<file path="src/if_else_pkg.sv">
package if_else_pkg;

    localparam int data_w = 32;
    localparam int char_w = 7;

    typedef logic signed [data_w-1:0] data_t;
    typedef logic [char_w-1:0]        char_t;

    typedef enum logic [1:0] {
        tk_char,    // Letter or punctuation
        tk_num,     // Number, ch holds its terminator
        tk_op,      // Comparator or assignment operator
        tk_bad      // Minus sign without digits
    } tok_kind_t;

    typedef enum logic [2:0] {
        cmp_eq, cmp_ne, cmp_lt, cmp_gt, cmp_le, cmp_ge, cmp_assign, cmp_bang
    } cmp_t;

    typedef enum logic [3:0] {
        err_none              = 4'd0,
        err_keyword           = 4'd1,
        err_var_mismatch      = 4'd2,
        err_invalid_char      = 4'd3,
        err_missing_semicolon = 4'd4,
        err_missing_operator  = 4'd5,
        err_syntax            = 4'd6
    } err_t;

    localparam char_t ch_zero  = char_t'("0");
    localparam char_t ch_nine  = char_t'("9");
    localparam char_t ch_lo_a  = char_t'("a");
    localparam char_t ch_lo_z  = char_t'("z");
    localparam char_t ch_up_a  = char_t'("A");
    localparam char_t ch_up_z  = char_t'("Z");
    localparam char_t ch_lt    = char_t'("<");
    localparam char_t ch_gt    = char_t'(">");
    localparam char_t ch_eq    = char_t'("=");
    localparam char_t ch_bang  = char_t'("!");
    localparam char_t ch_minus = char_t'("-");
    localparam char_t ch_lpar  = char_t'("(");
    localparam char_t ch_rpar  = char_t'(")");
    localparam char_t ch_semi  = char_t'(";");

    function automatic logic is_digit(char_t c);
        return c >= ch_zero && c <= ch_nine;
    endfunction

    function automatic logic is_letter(char_t c);
        return (c >= ch_lo_a && c <= ch_lo_z) || (c >= ch_up_a && c <= ch_up_z);
    endfunction

    function automatic logic is_op_char(char_t c);
        return c == ch_lt || c == ch_gt || c == ch_eq || c == ch_bang;
    endfunction

    // Characters the statement grammar can contain at all
    function automatic logic is_legal(char_t c);
        return is_letter(c) || is_digit(c) || is_op_char(c) || c == ch_minus ||
               c == ch_lpar || c == ch_rpar || c == ch_semi;
    endfunction

    function automatic data_t digit_val(char_t c);
        return data_t'(c - ch_zero);
    endfunction

endpackage
</file>
<file path="src/cond_if.sv">
`timescale 1ns/1ps

interface cond_if import if_else_pkg::*; ();

    logic  valid;       // One strobe per completed statement
    cmp_t  cmp;
    data_t val_c;
    data_t const_then;
    data_t const_else;
    char_t var_name;

    modport parser (
        output valid, cmp, val_c, const_then, const_else, var_name
    );

    modport evaluator (
        input valid, cmp, val_c, const_then, const_else, var_name
    );

endinterface

</file>
<file path="src/tok_if.sv">
`timescale 1ns/1ps

interface tok_if import if_else_pkg::*; ();

    logic      valid;   // One-cycle strobe
    tok_kind_t kind;
    data_t     value;
    char_t     ch;      // Terminator for numbers, follower for operators
    cmp_t      op;

    modport lexer (
        output valid, kind, value, ch, op
    );

    modport parser (
        input valid, kind, value, ch, op
    );

endinterface

</file>
<file path="src/if_else_eval_top.sv">
`timescale 1ns/1ps

module if_else_eval_top import if_else_pkg::*; (
    input  logic  clk,
    input  logic  rst,
    input  data_t x,
    input  char_t ascii_char,
    input  logic  char_valid,
    output data_t p,
    output char_t name_p,
    output logic  parsing_done,
    output logic  error_flag,
    output err_t  error_code
);

    tok_if  tok ();
    cond_if res ();

    char_lexer i_char_lexer (
        .clk        (clk),
        .rst        (rst),
        .ascii_char (ascii_char),
        .char_valid (char_valid),
        .tok        (tok.lexer)
    );

    stmt_parser i_stmt_parser (
        .clk        (clk),
        .rst        (rst),
        .tok        (tok.parser),
        .res        (res.parser),
        .error_flag (error_flag),
        .error_code (error_code)
    );

    cond_evaluator i_cond_evaluator (
        .clk          (clk),
        .rst          (rst),
        .x            (x),
        .res          (res.evaluator),
        .p            (p),
        .name_p       (name_p),
        .parsing_done (parsing_done)
    );

endmodule

</file>
<file path="src/cond_evaluator.sv">
`timescale 1ns/1ps

module cond_evaluator import if_else_pkg::*; (
    input  logic       clk,
    input  logic       rst,
    input  data_t      x,
    cond_if.evaluator  res,
    output data_t      p,
    output char_t      name_p,
    output logic       parsing_done
);

    logic hit;

    always_comb begin
        case (res.cmp)
            cmp_eq:  hit = x == res.val_c;
            cmp_ne:  hit = x != res.val_c;
            cmp_lt:  hit = x < res.val_c;
            cmp_gt:  hit = x > res.val_c;
            cmp_le:  hit = x <= res.val_c;
            cmp_ge:  hit = x >= res.val_c;
            default: hit = 1'b0;
        endcase
    end

    always_ff @(posedge clk or posedge rst) begin
        if (rst) begin
            p            <= '0;
            name_p       <= '0;
            parsing_done <= 1'b0;
        end else begin
            parsing_done <= res.valid;
            if (res.valid) begin
                p      <= hit ? res.const_then : res.const_else;
                name_p <= res.var_name;
            end
        end
    end

    a_cmp_is_comparator: assert property (
        @(posedge clk) disable iff (rst)
        res.valid |-> (res.cmp != cmp_assign && res.cmp != cmp_bang)
    );

endmodule

</file>
<file path="src/stmt_parser.sv">
`timescale 1ns/1ps

module stmt_parser import if_else_pkg::*; (
    input  logic   clk,
    input  logic   rst,
    tok_if.parser  tok,
    cond_if.parser res,
    output logic   error_flag,
    output err_t   error_code
);

    typedef enum logic [3:0] {
        s_if,       // Idle at index 0
        s_lpar,
        s_cvar,
        s_cop,
        s_cnum,
        s_begin,
        s_avar,
        s_aop,
        s_anum,
        s_end,
        s_else
    } state_t;

    state_t     state, nxt_state;
    logic [2:0] idx, nxt_idx;      // Letter position inside a keyword
    logic       in_else, nxt_else;
    err_t       err;
    logic       done;
    logic       take;
    logic       num_follows;

    // Keyword letters are left aligned, one byte each
    function automatic char_t kw_char(state_t s, logic [2:0] i);
        logic [39:0] word;
        case (s)
            s_if:    word = {"if", 24'd0};
            s_begin: word = "begin";
            s_end:   word = {"end", 16'd0};
            default: word = {"else", 8'd0};
        endcase
        return word[32 - 8 * i +: 7];
    endfunction

    function automatic logic [2:0] kw_last(state_t s);
        case (s)
            s_if:    return 3'd1;
            s_begin: return 3'd4;
            s_end:   return 3'd2;
            default: return 3'd3;
        endcase
    endfunction

    // Operator must be followed by a number
    assign num_follows = tok.ch == ch_eq || is_digit(tok.ch) || tok.ch == ch_minus;
    assign take        = tok.valid && !error_flag && err == err_none;

    always_comb begin
        nxt_state = state;
        nxt_idx   = idx;
        nxt_else  = in_else;
        err       = err_none;
        done      = 1'b0;
        if (tok.valid && !error_flag) begin
            if (tok.kind == tk_bad) begin
                err = err_syntax;
            end else if (!is_legal(tok.ch)) begin
                err = err_invalid_char;
            end else begin
                case (state)
                    s_if, s_begin, s_end, s_else: begin
                        if (tok.kind != tk_char) begin
                            err = err_syntax;
                        end else if (tok.ch != kw_char(state, idx)) begin
                            err = err_keyword;
                        end else if (idx != kw_last(state)) begin
                            nxt_idx = idx + 3'd1;
                        end else begin
                            nxt_idx = '0;
                            case (state)
                                s_if:    nxt_state = s_lpar;
                                s_begin: nxt_state = s_avar;
                                s_else: begin
                                    nxt_state = s_begin;
                                    nxt_else  = 1'b1;
                                end
                                default: begin
                                    if (in_else) begin
                                        done      = 1'b1;   // Final 'd'
                                        nxt_state = s_if;
                                        nxt_else  = 1'b0;
                                    end else begin
                                        nxt_state = s_else;
                                    end
                                end
                            endcase
                        end
                    end
                    s_lpar: begin
                        if (tok.kind == tk_char && tok.ch == ch_lpar)
                            nxt_state = s_cvar;
                        else if (tok.kind == tk_char && is_letter(tok.ch))
                            err = err_keyword;  // Keyword runs on, as in "iff"
                        else
                            err = err_syntax;
                    end
                    s_cvar: begin
                        if (tok.kind == tk_char && is_letter(tok.ch))
                            nxt_state = s_cop;
                        else
                            err = err_syntax;
                    end
                    s_cop: begin
                        if (tok.kind != tk_op)
                            err = err_syntax;
                        else if (tok.op == cmp_assign || tok.op == cmp_bang)
                            err = err_missing_operator;
                        else if (!num_follows)
                            err = err_syntax;
                        else
                            nxt_state = s_cnum;
                    end
                    s_cnum: begin
                        if (tok.kind == tk_num && tok.ch == ch_rpar)
                            nxt_state = s_begin;
                        else
                            err = err_syntax;
                    end
                    s_avar: begin
                        if (tok.kind != tk_char || !is_letter(tok.ch))
                            err = err_syntax;
                        else if (in_else && tok.ch != res.var_name)
                            err = err_var_mismatch;
                        else
                            nxt_state = s_aop;
                    end
                    s_aop: begin
                        if (tok.kind == tk_op && num_follows &&
                            (tok.op == cmp_le || tok.op == cmp_assign))
                            nxt_state = s_anum;
                        else
                            err = err_syntax;
                    end
                    s_anum: begin
                        if (tok.kind != tk_num)
                            err = err_syntax;
                        else if (tok.ch != ch_semi)
                            err = err_missing_semicolon;
                        else
                            nxt_state = s_end;
                    end
                    default: nxt_state = s_if;
                endcase
            end
        end
    end

    always_ff @(posedge clk or posedge rst) begin
        if (rst) begin
            state      <= s_if;
            idx        <= '0;
            in_else    <= 1'b0;
            error_flag <= 1'b0;
            error_code <= err_none;
            res.valid  <= 1'b0;
        end else begin
            res.valid <= done;
            if (err != err_none) begin
                error_flag <= 1'b1;     // Frozen from here on
                error_code <= err;
            end else begin
                state   <= nxt_state;
                idx     <= nxt_idx;
                in_else <= nxt_else;
            end
        end
    end

    always_ff @(posedge clk) begin
        if (take) begin
            case (state)
                s_cop:   res.cmp <= tok.op;
                s_cnum:  res.val_c <= tok.value;
                s_avar: begin
                    if (!in_else)
                        res.var_name <= tok.ch;
                end
                s_anum: begin
                    if (in_else)
                        res.const_else <= tok.value;
                    else
                        res.const_then <= tok.value;
                end
                default: ;
            endcase
        end
    end

    a_no_result_on_error: assert property (
        @(posedge clk) disable iff (rst) !(res.valid && error_flag)
    );

endmodule

</file>
<file path="src/char_lexer.sv">
`timescale 1ns/1ps

module char_lexer import if_else_pkg::*; (
    input  logic  clk,
    input  logic  rst,
    input  char_t ascii_char,
    input  logic  char_valid,
    tok_if.lexer  tok
);

    logic  pend_valid;  // Operator char waiting to see if '=' follows
    char_t pend_ch;
    data_t acc;
    logic  neg;
    logic  in_num;      // At least one digit seen

    logic      emit;
    tok_kind_t emit_kind;
    cmp_t      emit_op;

    function automatic cmp_t op_code(char_t c, logic eq);
        case (c)
            ch_lt:   return eq ? cmp_le : cmp_lt;
            ch_gt:   return eq ? cmp_ge : cmp_gt;
            ch_eq:   return eq ? cmp_eq : cmp_assign;
            default: return eq ? cmp_ne : cmp_bang;
        endcase
    endfunction

    always_comb begin
        emit      = 1'b0;
        emit_kind = tk_char;
        emit_op   = op_code(pend_ch, ascii_char == ch_eq);
        if (char_valid) begin
            if (pend_valid) begin
                emit      = 1'b1;
                emit_kind = tk_op;
            end else if (in_num) begin
                emit      = !is_digit(ascii_char);
                emit_kind = tk_num;
            end else if (neg) begin
                emit      = !is_digit(ascii_char);   // Lone minus
                emit_kind = tk_bad;
            end else begin
                emit = !is_digit(ascii_char) && ascii_char != ch_minus &&
                       !is_op_char(ascii_char);
            end
        end
    end

    always_ff @(posedge clk or posedge rst) begin
        if (rst) begin
            tok.valid  <= 1'b0;
            pend_valid <= 1'b0;
            neg        <= 1'b0;
            in_num     <= 1'b0;
        end else begin
            tok.valid <= emit;
            if (char_valid) begin
                if (in_num || neg) begin
                    in_num <= is_digit(ascii_char);
                    if (!is_digit(ascii_char))
                        neg <= 1'b0;
                end else begin
                    // Idle or holding an operator, the char may start a new lexeme
                    pend_valid <= is_op_char(ascii_char) &&
                                  !(pend_valid && ascii_char == ch_eq);
                    in_num     <= is_digit(ascii_char);
                    neg        <= ascii_char == ch_minus;
                end
            end
        end
    end

    always_ff @(posedge clk) begin
        if (char_valid) begin
            if (is_op_char(ascii_char))
                pend_ch <= ascii_char;
            if (is_digit(ascii_char))
                acc <= (in_num ? acc * data_t'(10) : '0) + digit_val(ascii_char);
            tok.kind  <= emit_kind;
            tok.ch    <= ascii_char;
            tok.op    <= emit_op;
            tok.value <= neg ? -acc : acc;
        end
    end

    a_tok_after_char: assert property (
        @(posedge clk) disable iff (rst) tok.valid |-> $past(char_valid)
    );

endmodule

</file>
<file path="config.mk">
export PLATFORM = sky130hd
export DESIGN_NAME = if_else_eval_top
export DESIGN_NICKNAME = d
export VERILOG_FILES = /design/src/if_else_pkg.sv /design/src/cond_if.sv /design/src/tok_if.sv /design/src/if_else_eval_top.sv /design/src/cond_evaluator.sv /design/src/stmt_parser.sv /design/src/char_lexer.sv
export SDC_FILE = /design/constraint.sdc
export NUM_CORES = 1
export LEC_CHECK = 0
export CORE_UTILIZATION = 59
export DETAILED_ROUTE_END_ITERATION = 8
export DONT_BUFFER_PORTS = 1
export GPL_ROUTABILITY_DRIVEN = 0
export HOLD_SLACK_MARGIN = 0.1
export PLACE_DENSITY_LB_ADDON = 0.1
export SYNTH_ARGS = -nofsm -noshare
export SYNTH_HDL_FRONTEND = slang
export SYNTH_SLANG_ARGS = --single-unit
</file>
<file path="constraint.sdc">
create_clock -name clk -period 5.6 [get_ports clk]
set_clock_uncertainty 0.1 [all_clocks]
set_input_delay 0.56 -clock clk [delete_from_list [all_inputs] [get_ports clk]]
set_output_delay 0.56 -clock clk [all_outputs]
set_load 0.05 [all_outputs]
</file>
Word level (Yosys, flattened, before mapping)
Cells that the tools add are included.
W data, S select, Z words.

storage, ports and cells
  output and inout bits = 45
  flip-flop bits (word level) = 247

cells by class
  reductions and logical operators = 61
  bitwise operators = 8
  $add $sub $neg = 5
  shift operators = 1
  magnitude comparators = 12
  $mul = 1
  equality and inequality tests = 61
  muxes and demuxes = 76

operators with widths
  cell                     number
  $mux W40                 5
  $eq A7 B6 Y1 const B     16
  $pmux W36 S3             1
  $mux W32                 3
  $mux W4                  24
  $pmux W4 S8              2
  $mux W3                  17
  $shiftx A40 B33 Y7       1
  $add A32 B32 Y32         1
  $eq A32 B32 Y1           1
  $ge A32 B32 Y1           1
  $gt A32 B32 Y1           1
  $le A32 B32 Y1           1
  $lt A32 B32 Y1           1
  $mul A32 B3 Y31 const B  1
  $ne A32 B32 Y1           1
  $neg A32 Y32             1
  $ne A2 B2 Y1 const B     11
  $logic_or A1 B1 Y1       19
  $pmux W3 S3              2
  $reduce_and A18 Y1       1
  $eq A4 B3 Y1 const B     4
  $logic_and A1 B1 Y1      16
  $mux W1                  16
  other kinds (37)         78

Longest topological paths before layout
Gate-level depths: netlist of run 1.

  word-level depth = 28
  gate-level depth with buffers = 23

Hierarchy
Synthesis of run 1 repeated with hierarchy kept, for this count alone.

second synthesis, totals
  cell total of the unflattened synthesis = 1425
  area, all modules = 15262.1 sq um

modules (own cells, without submodules)
  module          area an instance (sq um)  cells each  seq. area each (sq um)  instances
  char_lexer      7016.7                    706         2592.5                  1
  stmt_parser     5182.5                    382         3508.4                  1
  cond_evaluator  3062.9                    337         1001.0                  1

Worst setup path before layout of run 1
No wires, ideal clock.

  path type = flip-flop to flip-flop
  start = reg i_stmt_parser.idx[0]
  end = reg i_stmt_parser.res.const_then[0], enable pin
  arrival time = 5.157 ns
  path buffers = 1
  setup slack = -0.125 ns
  setup time = 0.468 ns
  cell stages (with the launch flop) = 11
  cells stage by stage = dfrtp_1 > inv_2 > ha_1 > clkbuf_1 > nor4_1 > mux2i_1 > o2bb2ai_1 > or4_4 > o31ai_4 > nand4_1 > nor3b_1

between the ends
  longest elaborated chain between the ends = 12

RTL lines
  what                                RTL line            RTL
  start, declared                     stmt_parser.sv:27   logic [2:0] idx, nxt_idx;
  start signal, assigned              stmt_parser.sv:174  idx <= nxt_idx;
  $sub A6 B6 Y7                       stmt_parser.sv:43   return word[32 - 8 * i +: 7];
  $shiftx A40 B33 Y7                  stmt_parser.sv:43
  $ne A7 B7 Y1                        stmt_parser.sv:75   end else if (tok.ch != kw_char(state, idx)) begin
  $mux W1                             stmt_parser.sv:75
  $mux W4                             stmt_parser.sv:73   if (tok.kind != tk_char) begin
  $pmux W4 S8                         stmt_parser.sv:71   case (state)
  $mux W4                             stmt_parser.sv:68   end else if (!is_legal(tok.ch)) begin
  $mux W4                             stmt_parser.sv:66   if (tok.kind == tk_bad) begin
  $mux W4                             stmt_parser.sv:65   if (tok.valid && !error_flag) begin
  $logic_not A4 Y1                    stmt_parser.sv:57   assign take = tok.valid && !error_flag && err == err_none;
  $logic_and A1 B1 Y1                 stmt_parser.sv:57
  $reduce_and A3 Y1 (no source line)  --
  end signal, assigned                stmt_parser.sv:193  res.const_then <= tok.value;
  end, declared                       cond_if.sv:13       output valid, cmp, val_c, const_then, const_else, var_name

Every way passes these cells.
A chain may end at the register's enable or synchronous reset.

Worst setup path in the final report of run 1
  start = reg i_char_lexer.acc[3]
  end = reg i_char_lexer.acc[31] (data pin)

between the ends
  longest elaborated chain between the ends = 3

RTL lines
  what                    RTL line          RTL
  start, declared         char_lexer.sv:13  data_t acc;
  start signal, assigned  char_lexer.sv:80  acc <= (in_num ? acc * data_t'(10) : '0) + digit_val(ascii_char);
  $mul A32 B3 Y31         char_lexer.sv:80
  $mux W32                char_lexer.sv:80
  $add A32 B32 Y32        char_lexer.sv:80

Every way passes these cells.

==> qor.txt, run 1 <==
Synth top cells by count -> edfxtp_1 (189), ha_1 (124), nor2_1 (118)
Adder-cell area share of the yosys netlist -> 10.7%
Mapped Avg Cell Area -> 10.8 um^2
Synth Area in Simple Gates -> 13.5%
Leakage -> 6.33 nW
Post-Synth XOR/XNOR Area -> 5.59%
Residual DRC -> 0
Hold_sp -> char_valid
Setup CP Type -> reg2reg
Post-Route Setup TNS -> 0 ps
Buffer depth of the longest clock path -> 3
Mux contribution to synthesized area -> 1.23%
Setup WS pre-CTS -> 424 ps
WP data arrival -> 5350 ps
Hold endpoint -> i_char_lexer.neg
Unrepaired setup endpoints after global routing -> no
Max-slew headroom -> 29.7%
Worst setup margin -> 433 ps
Register area -> 7100 um^2
1st-iter DRT viols -> 1031
Post-Layout Inst Area -> 16300 um^2
Crit end category -> flop
CP required -> 5780 ps
Remaining antenna violation count -> 0
Clock root buffer -> clkbuf_16
Vias/cell -> 6.33
Area leader, netlist -> edfxtp_1
Layout area overhead -> 9.56%
Hold path depth -> 2
Crit path time final -> 5170 ps
Final hold vios -> 0
Top cells by area, synth -> edfxtp_1 (38%), ha_1 (10%), dfrtp_1 (9.6%), xnor2_1 (3.9%), nor2_1 (3.0%)
Net Sw Power -> 1.39 mW
Reg-to-reg startpoint -> i_char_lexer.acc[3]
HP Class -> in2reg
Diode count -> 0
Total Die Area -> 25900 um^2
Type of origin of the critical path -> flop
CTS tree -> yes
Final Max Slew Viols -> 0
Clock share of power -> 37.5%
Max_cap viols -> 0
Number of global-route vias before repair -> 10193
Number of antenna violations at the first check in global routing -> 0
Final count of negative-setup-slack endpoints -> 0
Worst-Skew Late Latency -> 540 ps
# nets final -> 1543
Sinks on Clock Net -> 246
DR WL/cell -> 20.0 um
Largest family of logic cells by synthesized area -> compound AO/OA/AOI/OAI gates
Count leader, synth -> edfxtp_1
Remaining Overflow, GRT -> 0
Mapped Nets -> 1547
Final period utilization -> 92.3%
Post-synth EDFFs -> 189
Flop pwr share -> 44.9%
Slew @ Worst Pin -> 1050 ps
CP Max Fanout -> 7
Top cell type's share of synthesized area -> 38.2%
F_max -> 0.194 GHz
R2r worst-path depth -> 23
Htree depth -> 1
Combinational power share -> 17.6%
Cells after Synth -> 1379
Largest net degree at the start of global routing -> 65
Via count -> 10881
Fill cells -> 1879
First-pass GRT wire length -> 55.3 mm
Routed WL -> 34.3 mm
Compound-Gate Fraction of Synth Area -> 17.7%
Int Pwr -> 3.64 mW
Layout cells sized above 1 -> 7.67%
Std-Cell Core Area -> 24500 um^2
PortBufs -> 0
Drt first pass iters -> 6
Initial Util -> 60.6%
Die Y -> 161 um
Status -> complete, no violations
Post-synthesis sequential area ratio -> 47.7%
Yosys reg bits -> 246
Area taken by multi-input logic gates -> 7350 um^2
Pwr/cell area -> 309 nW/um^2
Yosys cell types -> 89
Mapped cell area -> 14900 um^2
Setup slack, reg-to-reg -> 430 ps
Yosys Warn Count -> 0
I/O pin count -> 87
Row count -> 57
Reg clk slew, reported paths -> 60 ps
Die width -> 161 um
DP HPWL -> 23.7 mm
Dpl cell area -> 15200 um^2
Switching Share -> 27.6%
Peak VDD IR -> 0.215 mV
RR Endpoint -> i_char_lexer.acc[31]
Top FF cell, synth -> edfxtp_1
Num CTS Buffers -> 26
Total GRT Usage -> 26.9%
Asr flop ratio synth -> 23.2%
power by group through the flow:
stage / sequential (mW) / clock, mW / combinational [mW]
5_1_grt: 2.27 / 1.98 / 0.999
4_1_cts: 2.26 / 1.92 / 0.881
2_1_floorplan: 2.22 / 0 / 0.721
6_report: 2.26 / 1.89 / 0.887
3_3_place_gp: 2.29 / 0 / 0.843
3_5_place_dp: 2.29 / 0 / 0.860
worst max path at each step:
| stage | end | from | slack (ps) | depth (start not counted) |
|---|---|---|---|---|
| 5_1_grt | i_char_lexer.acc[30] | i_char_lexer.acc[3] | 30 | 22 |
| 3_3_place_gp | i_char_lexer.acc[30] | i_char_lexer.acc[3] | 590 | 22 |
| 6_report | i_char_lexer.acc[31] | i_char_lexer.acc[3] | 430 | 23 |
| 3_5_place_dp | i_char_lexer.acc[30] | i_char_lexer.acc[3] | 420 | 22 |
| 2_1_floorplan | i_stmt_parser.res.const_else[0] | i_stmt_parser.idx[0] | 940 | 10 |
| 4_1_cts | i_char_lexer.acc[30] | i_char_lexer.acc[3] | 420 | 22 |
per-layer routing:
metal | wire, um | global-route usage (%) | part of all wire [%] | vias up
li1 | - | - | - | 5209
met1 | 16300 | 40.5 | 47 | 5255
met2 | 15400 | 41.9 | 45 | 370
met3 | 2070 | 3.28 | 6.0 | 47
met4 | 550 | 5.40 | 1.6 | 0
met5 | 0 | 0 | 0 | -
worst max-delay path: stages (launching register included):
cell      delay, ps
edfxtp_1        490
ha_1            320
ha_1            230
inv_1            90
fa_1            180
nor2b_1          70
o21a_1          180
o21ai_0         310
a21oi_2         160
a21o_1          220
a21o_1          170
a21oi_1         170
xor2_1          170
nor2_1           60
ha_1            320
o21ai_0          90
nand2b_1        140
a311oi_1        110
a211oi_1        560
o211ai_1        240
a21oi_1         170
o22ai_1          90
xor2_1          150
xnor2_1         130
metrics by stage:
step / utilization, % / cells / hold slack, ps / total power, mW
after floorplan: - / 1379 / 252 / 2.94
after global placement: 62.2 / 1662 / 354 / 3.13
after detailed placement: 62.2 / 1662 / 368 / 3.15
after CTS: 66.4 / 1719 / 106 / 5.05
after global routing: 66.4 / 1719 / 127 / 5.25
final: 66.4 / 1719 / 130 / 5.03
final cells by class:
class	instances	area share, %
sequential	246	43.6
clock buffer	34	4.37
multi-input combinational	1002	45.1
tap	324	2.49
clock inverter	14	1.42
inverter	75	1.73
timing repair buffer	24	1.31
flip-flops by register name (all words and copies together), names as in the netlist, 2 cells and up:
signal                        cells
i_char_lexer.acc                 32
i_char_lexer.pend_ch              7
i_char_lexer.tok.ch               7
i_char_lexer.tok.kind             2
i_char_lexer.tok.op               3
i_char_lexer.tok.value           32
i_cond_evaluator.name_p           7
i_cond_evaluator.p               32
i_stmt_parser.error_code          3
i_stmt_parser.idx                 3
i_stmt_parser.res.cmp             3
i_stmt_parser.res.const_else     32
i_stmt_parser.res.const_then     32
i_stmt_parser.res.val_c          32
i_stmt_parser.res.var_name        7
i_stmt_parser.state               4
cells by family after synthesis:
logic type                 Yosys count
AOI/OAI and AO/OA                  381
muxes                               17
DFF                                246
xor gates and xnor gates            95
buffers and inverters              131
adders and majority gates          126
and+or+nand+nor                    382
other                                1
layout by cell type, fill, tap and decap left out, types with 23 or more instances in the layout:
cell type and count:
clkbuf_16 27, a21o_1 23, a31oi_1 41, nor2_1 116, edfxtp_1 189, nor3_1 25
ha_1 124, o31ai_1 42, dfrtp_1 56, a21oi_1 78, nand2b_1 30, nand3_1 27
xor2_1 28, xnor2_1 66, nand2_1 70, inv_1 70, o21ai_0 44, o2111ai_1 35
timing repair:
action	CTS	global route
hold buffers	9	0
resized for setup	0	1
setup endpoints to repair	0	2
buffers inserted	0	0
hold endpoints to repair	116	0
(Power assumes the default switching activity.)
==> inputs of run 2 (changes only) <==
--- a/config.mk
+++ b/config.mk
@@ -5,6 +5,7 @@
 export SDC_FILE = /design/constraint.sdc
 export NUM_CORES = 1
 export LEC_CHECK = 0
+export ABC_AREA = 1
 export CORE_UTILIZATION = 59
 export DETAILED_ROUTE_END_ITERATION = 8
 export DONT_BUFFER_PORTS = 1
==> run 2 against run 1 <==
Wire length fell by 5.4%. Via count did not move. Synthesized cell count rose by 15%. Total power rose by 1.6%. Die area fell by 0.43%. First-iteration DRC count fell by 21%. Sequential share of layout area rose by 0.56 points. Global-route usage fell by 1.3 points. Core utilization fell by 0.67 points. Clock power fell by 10%. Register-to-register slack improved by 560 ps. Largest power group unchanged. Highest routed layer unchanged.
==> qor.txt, run 2 <==
Row count -> 57
Count leader, synth -> nand2_1
Largest net degree at the start of global routing -> 58
Drt first pass iters -> 6
Peak VDD IR -> 0.240 mV
Std-Cell Core Area -> 24500 um^2
Mapped Nets -> 1751
Net Sw Power -> 1.58 mW
Crit end category -> flop
Top cell type's share of synthesized area -> 38.3%
WP data arrival -> 4790 ps
Post-synthesis sequential area ratio -> 48.0%
Layout cells sized above 1 -> 8.56%
Int Pwr -> 3.53 mW
Synth top cells by count -> nand2_1 (308), edfxtp_1 (189), inv_1 (188)
Sinks on Clock Net -> 246
CTS tree -> yes
Combinational power share -> 22.8%
Worst-Skew Late Latency -> 530 ps
Leading cell types in the layout, fill and taps excluded -> nand2_1 (308), edfxtp_1 (189), inv_1 (187)
Top cells by area, synth -> edfxtp_1 (38%), ha_1 (10%), dfrtp_1 (9.6%), nand2_1 (7.8%), inv_1 (4.8%)
Cells after Synth -> 1583
Unrepaired setup endpoints after global routing -> no
Total Die Area -> 25700 um^2
Reg clk slew, reported paths -> 70 ps
R2r worst-path depth -> 22
F_max -> 0.217 GHz
Yosys reg bits -> 246
Max_cap viols -> 0
Final Max Slew Viols -> 0
HP Class -> in2reg
Buffer depth of the longest clock path -> 3
CP required -> 5780 ps
Number of global-route vias before repair -> 10454
Final period utilization -> 82.3%
Via count -> 10881
# nets final -> 1772
Die width -> 160 um
Residual DRC -> 0
Diode count -> 0
Post-synth EDFFs -> 189
First-pass GRT wire length -> 52.6 mm
Top FF cell, synth -> edfxtp_1
Setup crit end -> i_char_lexer.acc[28]
Htree depth -> 1
CP Max Fanout -> 6
Reg-to-reg startpoint -> i_char_lexer.acc[3]
Final count of negative-setup-slack endpoints -> 0
Post-Route Setup TNS -> 0 ps
Num CTS Buffers -> 26
Remaining antenna violation count -> 0
Layout area overhead -> 8.63%
Clock root buffer -> clkbuf_16
Slew @ Worst Pin -> 1190 ps
Commonest non-fill, non-tap cell in the layout -> nand2_1
Routed WL -> 32.5 mm
Type of origin of the critical path -> flop
Die Y -> 160 um
Yosys cell types -> 63
Setup crit start -> i_char_lexer.acc[3]
Leakage -> 7.09 nW
Setup slack, reg-to-reg -> 990 ps
PortBufs -> 0
Final hold vios -> 0
Remaining Overflow, GRT -> 0
Crit path time final -> 4610 ps
Max-slew headroom -> 20.5%
DP HPWL -> 24.1 mm
RR Endpoint -> i_char_lexer.acc[28]
Hold slack -> 125 ps
Total power -> 5.11 mW
Flop pwr share -> 43.9%
Status -> complete, no violations
1st-iter DRT viols -> 810
Switching Share -> 31.0%
Asr flop ratio synth -> 23.2%
Yosys Warn Count -> 0
Setup CP Type -> reg2reg
Number of antenna violations at the first check in global routing -> 0
DR WL/cell -> 16.7 um
Total GRT Usage -> 25.5%
Mapped cell area -> 14800 um^2
Clock share of power -> 33.2%
Area leader, netlist -> edfxtp_1
Initial Util -> 60.5%
Vias/cell -> 5.59
Pwr/cell area -> 318 nW/um^2
Mapped Avg Cell Area -> 9.36 um^2
I/O pin count -> 87
[run 2: cell count changes in the layout (fill, tap and decap cells not counted), sizes merged, moves of 41 or more]
cell / delta
inv: +121
o31ai: -41
o21ai: +45
nand2: +277
nand3: +66
[run 2: critical path: stages, from the launching register on]
cell and delay, ps:
edfxtp_1 480, ha_1 330, ha_1 290, inv_1 90
o31ai_1 320, nand2_1 90, nand2_1 140, nand3_1 80
nand2_1 100, a31oi_1 120, o21ai_0 230, o21ai_0 110
a21oi_1 190, ha_1 210, nand2_1 110, nor4_1 400
nand4_1 140, nand3_1 140, nand2_1 70, o211ai_1 130
a21boi_1 160, o21ai_0 240, xor2_1 100
[run 2: cell type report]
type                            instances  area (um^2)
Clock inverter                         15          109
Sequential cell                       246         7100
Multi-Input combinational cell       1115         6810
Tap cell                              324          405
Fill cell                            1943         8380
Clock buffer                           33          749
Inverter                              196          737
Timing Repair Buffer                   19          175
[run 2: routing by layer]
layer / vias up / wire [um] / GRT usage (%)
li1: 5466 / - / -
met1: 5049 / 14700 / 35.1
met2: 312 / 15000 / 42.1
met3: 54 / 1950 / 3.54
met4: 0 / 829 / 7.71
met5: - / 0 / 0
[run 2: cell families after synthesis]
logic type	count (synthesis)	synth area share, %
AO/OA/AOI/OAI	255	9.60
XOR/XNOR	79	4.67
adder cells (fa/ha/maj)	126	10.7
buffers and inverters	222	6.16
flip-flops	246	48.0
other	1	0.0253
AND/OR/NAND/NOR	654	20.8
[run 2: timing repair]
item	in CTS	in global routing
setup buffers	0	0
resized for setup	0	0
endpoints found under the hold margin	116	0
hold buffers	9	0
[run 2: how the worst min path moves through the flow]
stage	depth (start not counted)	slack, ps	end	from
final	2	120	i_char_lexer.in_num	char_valid
after detailed placement	0	340	i_stmt_parser.res.cmp[1]	i_char_lexer.tok.op[1]
after floorplan	0	300	i_cond_evaluator.parsing_done	i_stmt_parser.res.valid
after CTS	2	120	i_char_lexer.in_num	char_valid
after global routing	2	130	i_char_lexer.in_num	char_valid
after global placement	0	350	i_stmt_parser.res.cmp[0]	i_char_lexer.tok.op[0]
[run 2: power by group through the flow]
stage	registers, mW	logic [mW]	clock network, mW
floorplan	2.23	0.905	0
global placement	2.28	1.11	0
detailed placement	2.28	1.13	0
CTS	2.24	1.15	1.72
global route	2.25	1.32	1.79
finish	2.25	1.17	1.70
[run 2: per-stage QoR]
| step | std cells | worst slack [ps] | util (%) | area (um^2) |
|---|---|---|---|---|
| finish | 1948 | 989 | 65.8 | 16100 |
| CTS | 1948 | 1030 | 65.8 | 16100 |
| detailed placement | 1891 | 1040 | 61.8 | 15100 |
| floorplan | 1583 | 1560 | - | 14800 |
| global placement | 1891 | 1200 | 61.8 | 15100 |
| global route | 1948 | 541 | 65.8 | 16100 |
